$ cat config.mk
export PLATFORM = sky130hd
export DESIGN_NAME = rv_core_top
export DESIGN_NICKNAME = d
export VERILOG_FILES = /design/src/rv_pkg.sv /design/src/rv_id_ex_if.sv /design/src/rv_regfile.sv /design/src/rv_decoder.sv /design/src/rv_alu.sv /design/src/rv_ex_stage.sv /design/src/rv_wb_stage.sv /design/src/rv_core_top.sv
export SDC_FILE = /design/constraint.sdc
export NUM_CORES = 2
export LEC_CHECK = 0
export BUFFER_PORTS_ARGS = -buffer_cell sky130_fd_sc_hd__buf_2
export CORE_MARGIN = 2
export CORE_UTILIZATION = 63
export CTS_CLUSTER_DIAMETER = 60
export CTS_CLUSTER_SIZE = 24
export DETAILED_ROUTE_END_ITERATION = 10
export GPL_TIMING_DRIVEN = 1
export PLACE_DENSITY = 0.8
export SYNTH_ARGS = -nofsm -noshare
export SYNTH_HDL_FRONTEND = slang
export SYNTH_SLANG_ARGS = --single-unit
$ cat constraint.sdc
create_clock -name clk -period 6.67 [get_ports clk]
set_input_delay 1.334 -clock clk [delete_from_list [all_inputs] [get_ports clk]]
set_output_delay 1.334 -clock clk [all_outputs]
set_load 0.02 [all_outputs]
$ cat src/rv_pkg.sv
// Shared widths, opcodes, ALU operator codes and instruction word views for the execution slice
package rv_pkg;

  ////////////////////////////////////////////////////////////
  // Widths
  ////////////////////////////////////////////////////////////

  // Data and address width
  localparam int XLEN           = 32;
  // Register index width
  localparam int REG_ADDR_WIDTH = 5;
  // CSR address width
  localparam int CSR_ADDR_WIDTH = 12;

  ////////////////////////////////////////////////////////////
  // Major opcodes
  ////////////////////////////////////////////////////////////

  localparam logic [6:0] OPC_OP     = 7'h33;
  localparam logic [6:0] OPC_OPIMM  = 7'h13;
  localparam logic [6:0] OPC_LUI    = 7'h37;
  localparam logic [6:0] OPC_JAL    = 7'h6f;
  localparam logic [6:0] OPC_BRANCH = 7'h63;
  localparam logic [6:0] OPC_SYSTEM = 7'h73;

  ////////////////////////////////////////////////////////////
  // ALU operators
  ////////////////////////////////////////////////////////////

  // Compare codes drive comparison_result of the ALU
  typedef enum logic [3:0] {
    ALU_ADD  = 4'd0,
    ALU_SUB  = 4'd1,
    ALU_AND  = 4'd2,
    ALU_OR   = 4'd3,
    ALU_XOR  = 4'd4,
    ALU_SLT  = 4'd5,
    ALU_SLTU = 4'd6,
    ALU_EQ   = 4'd7,
    ALU_NE   = 4'd8,
    ALU_LT   = 4'd9
  } alu_op_e;

  ////////////////////////////////////////////////////////////
  // Instruction word
  ////////////////////////////////////////////////////////////

  // Same 32 bits seen as R format or as I format
  typedef union packed {
    struct packed {
      logic [6:0] funct7;
      logic [4:0] rs2;
      logic [4:0] rs1;
      logic [2:0] funct3;
      logic [4:0] rd;
      logic [6:0] opcode;
    } r;
    struct packed {
      logic [11:0] imm;
      logic [4:0]  rs1;
      logic [2:0]  funct3;
      logic [4:0]  rd;
      logic [6:0]  opcode;
    } i;
  } instr_u;

endpackage

$ cat src/rv_id_ex_if.sv
// ID/EX bundle carrying the decoded operation and operands from decode to execute
interface rv_id_ex_if import rv_pkg::*; ();

  // Item present in execute
  logic                      valid;
  alu_op_e                   alu_op;
  logic [XLEN-1:0]           operand_a;
  logic [XLEN-1:0]           operand_b;
  // Return address for JAL, branch target for branches
  logic [XLEN-1:0]           operand_c;
  logic [REG_ADDR_WIDTH-1:0] rd;
  // Write through the forwarding path
  logic                      alu_we;
  logic                      csr_read;
  logic [CSR_ADDR_WIDTH-1:0] csr_addr;
  logic                      branch;
  logic                      jal;
  // Execute holds the item, decode must not overwrite it
  logic                      stall;

  modport dec (
    output valid, alu_op, operand_a, operand_b, operand_c, rd,
    output alu_we, csr_read, csr_addr, branch, jal,
    input  stall
  );

  modport ex (
    input  valid, alu_op, operand_a, operand_b, operand_c, rd,
    input  alu_we, csr_read, csr_addr, branch, jal,
    output stall
  );

endinterface

$ cat src/rv_regfile.sv
// Integer register file, 32 entries of XLEN bits, two async read ports and one write port
module rv_regfile import rv_pkg::*; (
  input  logic                      clk,
  input  logic                      rst_n,
  input  logic [REG_ADDR_WIDTH-1:0] raddr_a_i,
  input  logic [REG_ADDR_WIDTH-1:0] raddr_b_i,
  output logic [XLEN-1:0]           rdata_a_o,
  output logic [XLEN-1:0]           rdata_b_o,
  input  logic                      we_i,
  input  logic [REG_ADDR_WIDTH-1:0] waddr_i,
  input  logic [XLEN-1:0]           wdata_i
);

  // x0 has no storage
  logic [XLEN-1:0] regs [1:31];

  always_ff @(posedge clk, negedge rst_n)
  begin
    if (!rst_n)
    begin
      for (int n = 1; n < 32; n++)
      begin
        regs[n] <= '0;
      end
    end
    else if (we_i && (waddr_i != '0))
    begin
      regs[waddr_i] <= wdata_i;
    end
  end

  // Async reads, no bypass of a same-cycle write
  assign rdata_a_o = (raddr_a_i == '0) ? '0 : regs[raddr_a_i];
  assign rdata_b_o = (raddr_b_i == '0) ? '0 : regs[raddr_b_i];

endmodule

$ cat src/rv_decoder.sv
// Decode stage: field decode, operand build and the ID/EX register
module rv_decoder import rv_pkg::*; (
  input  logic                      clk,
  input  logic                      rst_n,
  input  logic                      instr_valid_i,
  input  instr_u                    instr_i,
  input  logic [XLEN-1:0]           instr_pc_i,
  output logic [REG_ADDR_WIDTH-1:0] rs1_addr_o,
  output logic [REG_ADDR_WIDTH-1:0] rs2_addr_o,
  input  logic [XLEN-1:0]           rs1_data_i,
  input  logic [XLEN-1:0]           rs2_data_i,
  rv_id_ex_if.dec                   id_ex
);

  logic [XLEN-1:0] imm_i;
  logic [XLEN-1:0] imm_u;
  logic [XLEN-1:0] imm_j;
  logic [XLEN-1:0] imm_b;
  alu_op_e         dec_op;
  logic [XLEN-1:0] dec_a;
  logic [XLEN-1:0] dec_b;
  logic [XLEN-1:0] dec_c;
  logic            dec_known;
  logic            dec_we;
  logic            dec_csr;
  logic            dec_branch;
  logic            dec_jal;

  // Register indices sit at the same place in every format
  assign rs1_addr_o = instr_i.r.rs1;
  assign rs2_addr_o = instr_i.r.rs2;

  ////////////////////////////////////////////////////////////
  // Immediates
  ////////////////////////////////////////////////////////////

  // I and U immediates come from the I view
  assign imm_i = {{(XLEN-12){instr_i.i.imm[11]}}, instr_i.i.imm};
  assign imm_u = {instr_i.i.imm, instr_i.i.rs1, instr_i.i.funct3, 12'h000};
  // J immediate, bits 19:12 of the word are rs1 and funct3
  assign imm_j = {{(XLEN-20){instr_i.i.imm[11]}}, instr_i.i.rs1, instr_i.i.funct3,
                  instr_i.i.imm[0], instr_i.i.imm[10:1], 1'b0};
  // B immediate is split across funct7 and rd of the R view
  assign imm_b = {{(XLEN-12){instr_i.r.funct7[6]}}, instr_i.r.rd[0],
                  instr_i.r.funct7[5:0], instr_i.r.rd[4:1], 1'b0};

  ////////////////////////////////////////////////////////////
  // Operation decode
  ////////////////////////////////////////////////////////////

  always_comb
  begin
    dec_op     = ALU_ADD;
    dec_a      = rs1_data_i;
    dec_b      = rs2_data_i;
    dec_c      = instr_pc_i + imm_b;
    dec_known  = 1'b1;
    dec_we     = 1'b0;
    dec_csr    = 1'b0;
    dec_branch = 1'b0;
    dec_jal    = 1'b0;
    case (instr_i.r.opcode)
      OPC_OP, OPC_OPIMM:
      begin
        dec_we = 1'b1;
        // Immediate replaces rs2 for OP-IMM
        if (instr_i.r.opcode == OPC_OPIMM)
        begin
          dec_b = imm_i;
        end
        case (instr_i.r.funct3)
          3'b000:
          begin
            // Only register form can subtract
            if ((instr_i.r.opcode == OPC_OP) && instr_i.r.funct7[5])
            begin
              dec_op = ALU_SUB;
            end
          end
          3'b010:  dec_op = ALU_SLT;
          3'b011:  dec_op = ALU_SLTU;
          3'b100:  dec_op = ALU_XOR;
          3'b110:  dec_op = ALU_OR;
          3'b111:  dec_op = ALU_AND;
          // Shifts are not supported
          default: dec_known = 1'b0;
        endcase
      end
      OPC_LUI:
      begin
        dec_we = 1'b1;
        dec_a  = '0;
        dec_b  = imm_u;
      end
      OPC_JAL:
      begin
        // Adder forms the target, operand c the link value
        dec_we  = 1'b1;
        dec_jal = 1'b1;
        dec_a   = instr_pc_i;
        dec_b   = imm_j;
        dec_c   = instr_pc_i + 4;
      end
      OPC_BRANCH:
      begin
        dec_branch = 1'b1;
        case (instr_i.r.funct3)
          3'b000:  dec_op = ALU_EQ;
          3'b001:  dec_op = ALU_NE;
          3'b100:  dec_op = ALU_LT;
          default: dec_known = 1'b0;
        endcase
      end
      OPC_SYSTEM:
      begin
        // CSRRS read form only, no CSR side effects
        dec_csr   = (instr_i.i.funct3 == 3'b010);
        dec_known = dec_csr;
      end
      default: dec_known = 1'b0;
    endcase
  end

  ////////////////////////////////////////////////////////////
  // ID/EX register
  ////////////////////////////////////////////////////////////

  // Control part, unknown words turn into a bubble
  always_ff @(posedge clk, negedge rst_n)
  begin
    if (!rst_n)
    begin
      id_ex.valid    <= 1'b0;
      id_ex.alu_we   <= 1'b0;
      id_ex.csr_read <= 1'b0;
      id_ex.branch   <= 1'b0;
      id_ex.jal      <= 1'b0;
    end
    else if (!id_ex.stall)
    begin
      id_ex.valid    <= instr_valid_i && dec_known;
      id_ex.alu_we   <= instr_valid_i && dec_known && dec_we;
      id_ex.csr_read <= instr_valid_i && dec_known && dec_csr;
      id_ex.branch   <= instr_valid_i && dec_known && dec_branch;
      id_ex.jal      <= instr_valid_i && dec_known && dec_jal;
    end
  end

  // Payload part
  always_ff @(posedge clk)
  begin
    if (instr_valid_i && !id_ex.stall)
    begin
      id_ex.alu_op    <= dec_op;
      id_ex.operand_a <= dec_a;
      id_ex.operand_b <= dec_b;
      id_ex.operand_c <= dec_c;
      id_ex.rd        <= instr_i.r.rd;
      id_ex.csr_addr  <= instr_i.i.imm;
    end
  end

endmodule

$ cat src/rv_alu.sv
// Single-cycle ALU: shared adder/subtractor, logic ops and signed/unsigned compares
module rv_alu import rv_pkg::*; (
  input  alu_op_e         operator_i,
  input  logic [XLEN-1:0] operand_a_i,
  input  logic [XLEN-1:0] operand_b_i,
  output logic [XLEN-1:0] adder_result_o,
  output logic [XLEN-1:0] result_o,
  output logic            comparison_result_o
);

  logic            is_sub;
  logic [XLEN-1:0] adder_b;
  logic            is_equal;
  logic            less_signed;
  logic            less_unsigned;

  ////////////////////////////////////////////////////////////
  // Adder
  ////////////////////////////////////////////////////////////

  // Two's complement subtract through the same adder
  assign is_sub         = (operator_i == ALU_SUB);
  assign adder_b        = is_sub ? ~operand_b_i : operand_b_i;
  assign adder_result_o = operand_a_i + adder_b + {{(XLEN-1){1'b0}}, is_sub};

  ////////////////////////////////////////////////////////////
  // Compares
  ////////////////////////////////////////////////////////////

  assign is_equal      = (operand_a_i == operand_b_i);
  assign less_signed   = ($signed(operand_a_i) < $signed(operand_b_i));
  assign less_unsigned = (operand_a_i < operand_b_i);

  always_comb
  begin
    case (operator_i)
      ALU_EQ:          comparison_result_o = is_equal;
      ALU_NE:          comparison_result_o = !is_equal;
      ALU_LT, ALU_SLT: comparison_result_o = less_signed;
      ALU_SLTU:        comparison_result_o = less_unsigned;
      default:         comparison_result_o = 1'b0;
    endcase
  end

  ////////////////////////////////////////////////////////////
  // Result select
  ////////////////////////////////////////////////////////////

  always_comb
  begin
    case (operator_i)
      ALU_AND:           result_o = operand_a_i & operand_b_i;
      ALU_OR:            result_o = operand_a_i | operand_b_i;
      ALU_XOR:           result_o = operand_a_i ^ operand_b_i;
      // Set-less-than, zero extended flag
      ALU_SLT, ALU_SLTU: result_o = {{(XLEN-1){1'b0}}, comparison_result_o};
      default:           result_o = adder_result_o;
    endcase
  end

endmodule

$ cat src/rv_ex_stage.sv
// Execute stage: ALU, result select, CSR request, branch outputs, EX/WB register and stall
module rv_ex_stage import rv_pkg::*; (
  input  logic                      clk,
  input  logic                      rst_n,
  rv_id_ex_if.ex                    id_ex,
  input  logic                      csr_pending_i,
  output logic                      fw_we_o,
  output logic [REG_ADDR_WIDTH-1:0] fw_waddr_o,
  output logic [XLEN-1:0]           fw_wdata_o,
  output logic                      csr_req_o,
  output logic [CSR_ADDR_WIDTH-1:0] csr_addr_o,
  output logic                      wb_we_o,
  output logic [REG_ADDR_WIDTH-1:0] wb_waddr_o,
  output logic [XLEN-1:0]           jump_target_o,
  output logic                      branch_decision_o,
  output logic                      branch_valid_o
);

  logic [XLEN-1:0] alu_adder;
  logic [XLEN-1:0] alu_result;
  logic            alu_cmp;
  logic            ex_leave;

  rv_alu alu_i (
    .operator_i          (id_ex.alu_op),
    .operand_a_i         (id_ex.operand_a),
    .operand_b_i         (id_ex.operand_b),
    .adder_result_o      (alu_adder),
    .result_o            (alu_result),
    .comparison_result_o (alu_cmp)
  );

  // Register port taken by a pending CSR write, a writing item has to wait
  assign id_ex.stall = id_ex.valid && id_ex.alu_we && csr_pending_i;
  assign ex_leave    = id_ex.valid && !id_ex.stall;

  // Forwarding path, link value for JAL
  assign fw_we_o    = ex_leave && id_ex.alu_we;
  assign fw_waddr_o = id_ex.rd;
  assign fw_wdata_o = id_ex.jal ? id_ex.operand_c : alu_result;

  // CSR read request, data comes back next cycle
  assign csr_req_o  = id_ex.valid && id_ex.csr_read;
  assign csr_addr_o = id_ex.csr_addr;

  ////////////////////////////////////////////////////////////
  // Branch and jump
  ////////////////////////////////////////////////////////////

  // Branch target was built in decode, JAL target from the adder
  assign jump_target_o     = id_ex.branch ? id_ex.operand_c : alu_adder;
  assign branch_decision_o = id_ex.jal || alu_cmp;
  assign branch_valid_o    = ex_leave && (id_ex.branch || id_ex.jal);

  ////////////////////////////////////////////////////////////
  // EX/WB register
  ////////////////////////////////////////////////////////////

  // Only CSR reads travel on, empty otherwise
  always_ff @(posedge clk, negedge rst_n)
  begin
    if (!rst_n)
    begin
      wb_we_o    <= 1'b0;
      wb_waddr_o <= '0;
    end
    else
    begin
      wb_we_o <= ex_leave && id_ex.csr_read;
      if (ex_leave && id_ex.csr_read)
      begin
        wb_waddr_o <= id_ex.rd;
      end
    end
  end

endmodule

$ cat src/rv_wb_stage.sv
// Writeback stage: owns the register-file write port, CSR data against EX forwarding
module rv_wb_stage import rv_pkg::*; (
  input  logic                      fw_we_i,
  input  logic [REG_ADDR_WIDTH-1:0] fw_waddr_i,
  input  logic [XLEN-1:0]           fw_wdata_i,
  input  logic                      wb_we_i,
  input  logic [REG_ADDR_WIDTH-1:0] wb_waddr_i,
  input  logic [XLEN-1:0]           csr_rdata_i,
  output logic                      csr_pending_o,
  output logic                      rf_we_o,
  output logic [REG_ADDR_WIDTH-1:0] rf_waddr_o,
  output logic [XLEN-1:0]           rf_wdata_o
);

  // Tells execute the port is taken this cycle
  assign csr_pending_o = wb_we_i;

  ////////////////////////////////////////////////////////////
  // Port arbitration
  ////////////////////////////////////////////////////////////

  // Execute drops its enable on a clash, so one source at most is active
  always_comb
  begin
    if (wb_we_i)
    begin
      // CSR read data arrives in this cycle
      rf_we_o    = 1'b1;
      rf_waddr_o = wb_waddr_i;
      rf_wdata_o = csr_rdata_i;
    end
    else
    begin
      rf_we_o    = fw_we_i;
      rf_waddr_o = fw_waddr_i;
      rf_wdata_o = fw_wdata_i;
    end
  end

endmodule

$ cat src/rv_core_top.sv
// Execution slice top level: register file, decode, execute and writeback on plain ports
module rv_core_top import rv_pkg::*; (
  input  logic                      clk,
  input  logic                      rst_n,
  input  logic                      instr_valid_i,
  input  logic [XLEN-1:0]           instr_i,
  input  logic [XLEN-1:0]           instr_pc_i,
  output logic                      ready_o,
  output logic                      csr_req_o,
  output logic [CSR_ADDR_WIDTH-1:0] csr_addr_o,
  input  logic [XLEN-1:0]           csr_rdata_i,
  output logic                      rf_we_o,
  output logic [REG_ADDR_WIDTH-1:0] rf_waddr_o,
  output logic [XLEN-1:0]           rf_wdata_o,
  output logic                      branch_valid_o,
  output logic                      branch_decision_o,
  output logic [XLEN-1:0]           jump_target_o
);

  logic [REG_ADDR_WIDTH-1:0] rs1_addr;
  logic [REG_ADDR_WIDTH-1:0] rs2_addr;
  logic [XLEN-1:0]           rs1_data;
  logic [XLEN-1:0]           rs2_data;
  logic                      fw_we;
  logic [REG_ADDR_WIDTH-1:0] fw_waddr;
  logic [XLEN-1:0]           fw_wdata;
  logic                      wb_we;
  logic [REG_ADDR_WIDTH-1:0] wb_waddr;
  logic                      csr_pending;

  rv_id_ex_if id_ex ();

  // Issue accepted only while execute is free
  assign ready_o = !id_ex.stall;

  rv_regfile regfile_i (
    .clk       (clk),
    .rst_n     (rst_n),
    .raddr_a_i (rs1_addr),
    .raddr_b_i (rs2_addr),
    .rdata_a_o (rs1_data),
    .rdata_b_o (rs2_data),
    .we_i      (rf_we_o),
    .waddr_i   (rf_waddr_o),
    .wdata_i   (rf_wdata_o)
  );

  rv_decoder decoder_i (
    .clk           (clk),
    .rst_n         (rst_n),
    .instr_valid_i (instr_valid_i),
    .instr_i       (instr_i),
    .instr_pc_i    (instr_pc_i),
    .rs1_addr_o    (rs1_addr),
    .rs2_addr_o    (rs2_addr),
    .rs1_data_i    (rs1_data),
    .rs2_data_i    (rs2_data),
    .id_ex         (id_ex.dec)
  );

  rv_ex_stage ex_stage_i (
    .clk               (clk),
    .rst_n             (rst_n),
    .id_ex             (id_ex.ex),
    .csr_pending_i     (csr_pending),
    .fw_we_o           (fw_we),
    .fw_waddr_o        (fw_waddr),
    .fw_wdata_o        (fw_wdata),
    .csr_req_o         (csr_req_o),
    .csr_addr_o        (csr_addr_o),
    .wb_we_o           (wb_we),
    .wb_waddr_o        (wb_waddr),
    .jump_target_o     (jump_target_o),
    .branch_decision_o (branch_decision_o),
    .branch_valid_o    (branch_valid_o)
  );

  rv_wb_stage wb_stage_i (
    .fw_we_i       (fw_we),
    .fw_waddr_i    (fw_waddr),
    .fw_wdata_i    (fw_wdata),
    .wb_we_i       (wb_we),
    .wb_waddr_i    (wb_waddr),
    .csr_rdata_i   (csr_rdata_i),
    .csr_pending_o (csr_pending),
    .rf_we_o       (rf_we_o),
    .rf_waddr_o    (rf_waddr_o),
    .rf_wdata_o    (rf_wdata_o)
  );

endmodule

==> results.sh <==
export IMPL_power_leakage_nw=28.6
export IMPL_totalNegativeSetupSlack_ps=0
export IMPL_ys_seq_area_frac=0.452
export IMPL_max_clock_freq_ghz=0.153
export IMPL_worstPathRequired_ps=5340
export IMPL_synth_main_ff_cell="dfrtp_1"
export IMPL_min_path_type="reg2reg"
export IMPL_cts_root_to_sink_buffers=3
export IMPL_numCtsBuffers=89
export IMPL_async_set_or_reset_flop_fraction_in_the_synthesized_netlist=0.896
export IMPL_io_pins=185
export IMPL_power_clock_fraction=0.396
export IMPL_synth_edff_count=117
export IMPL_grt_max_degree=161
export IMPL_fp_coreArea_um2=99900
export IMPL_postSynthNetCount=6176
export IMPL_dieWidth_um=321
export IMPL_finalNetCount=6057
export IMPL_routabilityCongestion=0.971
export IMPL_detailroute_via_count=51300
export IMPL_critical_path_most_common_cell="buf_4"
export IMPL_worst_ep_arrival_time_ps=5210
export IMPL_first_drt_iteration_drcs=7332
export IMPL_run_status="complete, no violations"
export IMPL_post_dp_hpwl_mm=131
export IMPL_layout_drive_gt1_share=0.196
export IMPL_grt_first_pass_wirelength_mm=315
export IMPL_drt_wirelength_per_cell_um=29.2
export IMPL_syn_cell_area_um2=63400
export IMPL_drv_cap=0
export IMPL_clock_root_buffer="clkbuf_16"
export IMPL_worstSkewPairLatency_ps=740
export IMPL_detailedPlace_worstSlack_ps=583
export IMPL_cts_tree="done"
export IMPL_crit_path_max_fanout=16
export IMPL_setup_viol=0
export IMPL_min_hold_slack_ps=499
export IMPL_clock_tree_htree_level_count=3
export IMPL_die_area_um2=103000
export IMPL_postSynthCellCount=5918
export IMPL_power_ir_vdd_worst_uv=240
export IMPL_slew_headroom=0.175
export IMPL_fillCellCount=6963
export IMPL_worst_case_setup_margin_in_the_final_layout_ps=130
export IMPL_timing_critical_path_slowest_stage_cell="or4b_4"
export IMPL_path_clk_slew_ps=80
export IMPL_grtUsageTotal=0.412
export IMPL_seq_power_share=0.466
export IMPL_intPower_w=0.0105
export IMPL_critPathMaxStageDelay_ps=670
export IMPL_antenna_left=0
export IMPL_combPwrFrac=0.138
export IMPL_rows=116
export IMPL_timing_final_hold_violations=0
export IMPL_distinct_cells_synth=72
export IMPL_start_util=0.635
export IMPL_crit_reg2reg_launch="decoder_i.id_ex.alu_op[1]"
export IMPL_viasPerCell=7.14
export IMPL_critical_path_cell_sequence="or4b_4, buf_4, xnor2_1, fa_1, a21o_1, a221oi_4, nor4_1, o211ai_1, nand2_1, a21boi_0, xor2_1, o31a_1, buf_4, inv_1, buf_2"
export IMPL_crit_type="reg2out"
export IMPL_count_of_tritonroute_iterations_in_the_first_routing_pass=8
export IMPL_fin_crit_sh=0.981
export IMPL_ys_warn_count=0
export IMPL_clock_sinks=1120
export IMPL_p_sw_frac=0.303
export IMPL_area_overhead_vs_synth_pct=8.48
export IMPL_die_span_in_y_um=321
export IMPL_routed_wl_mm=209
export IMPL_rsz_0062_raised_after_global_routing="false"
export IMPL_worst_hold_startpoint="regfile_i.regs[264]"
export IMPL_power_switching_w=0.00456
export IMPL_synth_seq_cells=1120
export IMPL_slew_viol_final=0
export IMPL_cp_start_kind="flip-flop"
export IMPL_grt_pass1_vias=51200
export IMPL_timing_final_crit_period_ps=6540
export IMPL_drc_errors=0
export IMPL_synth_avg_cell_area_um2=10.7
export IMPL_crit_path_end_kind="output port"
export IMPL_power_per_cell_area_nw_per_um2=219
export IMPL_antenna_found_initial=11
export IMPL_place_port_buffers=184
export IMPL_grt_overflow_total=0
export IMPL_timing_worst_slew_pin_value_ps=1220
export IMPL_worstSetupStartpoint="decoder_i.id_ex.alu_op[1]"
export IMPL_finClkSkew_ps=50.5
repair_timing:
item	4_1_cts	5_1_grt
pin swaps	0	2
endpoints found under the hold margin	0	0
hold buffers	0	0
setup buffers	0	1
cloned	0	0
resized for setup	3	3
setup endpoints to repair	10	6
kinds of logic (layout without fill, tap and decap cells):
| kind of cell | Yosys count | in the layout | share of synthesized area |
|---|---|---|---|
| adders and majority gates | 159 | 159 | 0.0316 |
| other | 0 | 3 | 0 |
| buffers and inverters | 664 | 621 | 0.0398 |
| DFF | 1120 | 1120 | 0.452 |
| muxes | 709 | 709 | 0.224 |
| xor gates and xnor gates | 114 | 114 | 0.0158 |
| and+or+nand+nor | 1549 | 1549 | 0.0987 |
| AOI/OAI and AO/OA | 1603 | 1603 | 0.138 |
per-layer routing:
| metal | wire (um) | global-route usage | up-vias |
|---|---|---|---|
| met2 | 92500 | 0.605 | 3799 |
| met3 | 29700 | 0.144 | 925 |
| met4 | 14400 | 0.246 | 10 |
| li1 | - | - | 21300 |
| met5 | 67 | 0 | - |
| met1 | 72700 | 0.532 | 25200 |
synth_stat cells, types with 7 or more instances:
cell / n / area share
a2111oi_0: 9 / 0.0012
a211oi_1: 24 / 0.0028
a21o_1: 21 / 0.0025
a21oi_1: 257 / 0.020
a221oi_1: 10 / 0.0014
a22oi_1: 12 / 0.0014
a31oi_1: 74 / 0.0073
and2_1: 14 / 0.0014
and3_1: 19 / 0.0019
buf_1: 68 / 0.0040
buf_2: 7 / 0.00055
clkbuf_1: 447 / 0.026
dfrtp_1: 1003 / 0.40
edfxtp_1: 117 / 0.055
ha_1: 157 / 0.031
inv_1: 136 / 0.0081
mux2_2: 20 / 0.0036
mux2i_1: 122 / 0.019
mux4_2: 567 / 0.20
nand2_1: 1142 / 0.068
nand2b_1: 22 / 0.0022
nand3_1: 35 / 0.0028
nand4_1: 11 / 0.0011
nor2_1: 210 / 0.012
nor2b_1: 20 / 0.0020
nor3_1: 33 / 0.0026
nor4_1: 9 / 0.00089
o2111ai_1: 12 / 0.0017
o211ai_1: 18 / 0.0021
o21ai_0: 1037 / 0.082
o21ai_1: 33 / 0.0026
o21bai_1: 16 / 0.0019
o221ai_1: 17 / 0.0023
or3_1: 7 / 0.00069
xnor2_1: 79 / 0.011
xor2_1: 35 / 0.0048
worst max-delay path, delay by kind of cell, from the launching register on:
family                     cells  cell delay, ps
buffers and inverters          4             780
DFF                            1             500
and+or+nand+nor                3             970
AOI/OAI and AO/OA              5            1450
xor gates and xnor gates       2             320
adders and majority gates      1             430
power by group through the flow:
stage | registers (W) | clock network (W) | logic, W
after floorplan | 0.00713 | 0 | 0.00121
after global placement | 0.00715 | 0 | 0.00200
after detailed placement | 0.00715 | 0 | 0.00201
after CTS | 0.00701 | 0.00594 | 0.00202
after global routing | 0.00702 | 0.00621 | 0.00220
final | 0.00702 | 0.00596 | 0.00208
sequential cells by signal (all words and copies together) (netlist names), 4 cells and up:
register	flops
decoder_i.id_ex.operand_a	32
decoder_i.id_ex.alu_op	4
regfile_i.regs	992
decoder_i.id_ex.operand_c	32
decoder_i.id_ex.rd	5
ex_stage_i.wb_waddr_o	5
decoder_i.id_ex.csr_addr	12
decoder_i.id_ex.operand_b	32
metrics by stage:
| step | total power, W | utilization | area (um2) | instances |
|---|---|---|---|---|
| floorplan | 0.00834 | - | 63400 | 5918 |
| global placement | 0.00915 | 0.655 | 65400 | 7005 |
| detailed placement | 0.00916 | 0.655 | 65400 | 7005 |
| CTS | 0.0150 | 0.688 | 68700 | 7172 |
| global route | 0.0154 | 0.688 | 68700 | 7174 |
| finish | 0.0151 | 0.688 | 68700 | 7176 |
layout make-up:
class / instances / area (um2) / share of cell area
antenna: 3 / 7.51 / 0.000109
clock buffer: 98 / 2300 / 0.0335
clock inverter: 69 / 948 / 0.0138
inverter: 139 / 524 / 0.00763
multi-input combinational: 4134 / 32600 / 0.474
sequential: 1120 / 28600 / 0.416
tap: 1298 / 1620 / 0.0236
timing repair buffer: 315 / 2140 / 0.0311
path summary, 6_finish.rpt:
check	endpoint	slack (ps)	cells past startpoint
max in group asynchronous	regfile_i.regs[246]	4620	2
max	rf_wdata_o[20]	130	15
max reg2reg	regfile_i.regs[598]	1760	14
min reg2reg	regfile_i.regs[264]	500	2
min	regfile_i.regs[264]	500	2
min in group asynchronous	regfile_i.regs[685]	650	1
placed cells by master, fill, tap and decap left out, drive strengths merged, types with 33 or more instances in the layout:
cell    netlist  layout
a21oi       259     259
buf          78     315
o21ai      1070    1070
nand3        35      35
ha          157     157
a31oi        74      74
edfxtp      117     117
xor2         35      35
inv         136     175
mux4        567     567
dfrtp      1003    1003
xnor2        79      79
clkbuf      447      98
nor3         33      33
nor2        210     210
mux2i       122     122
nand2      1142    1142
Note: power is estimated with default switching activity, not from simulation.
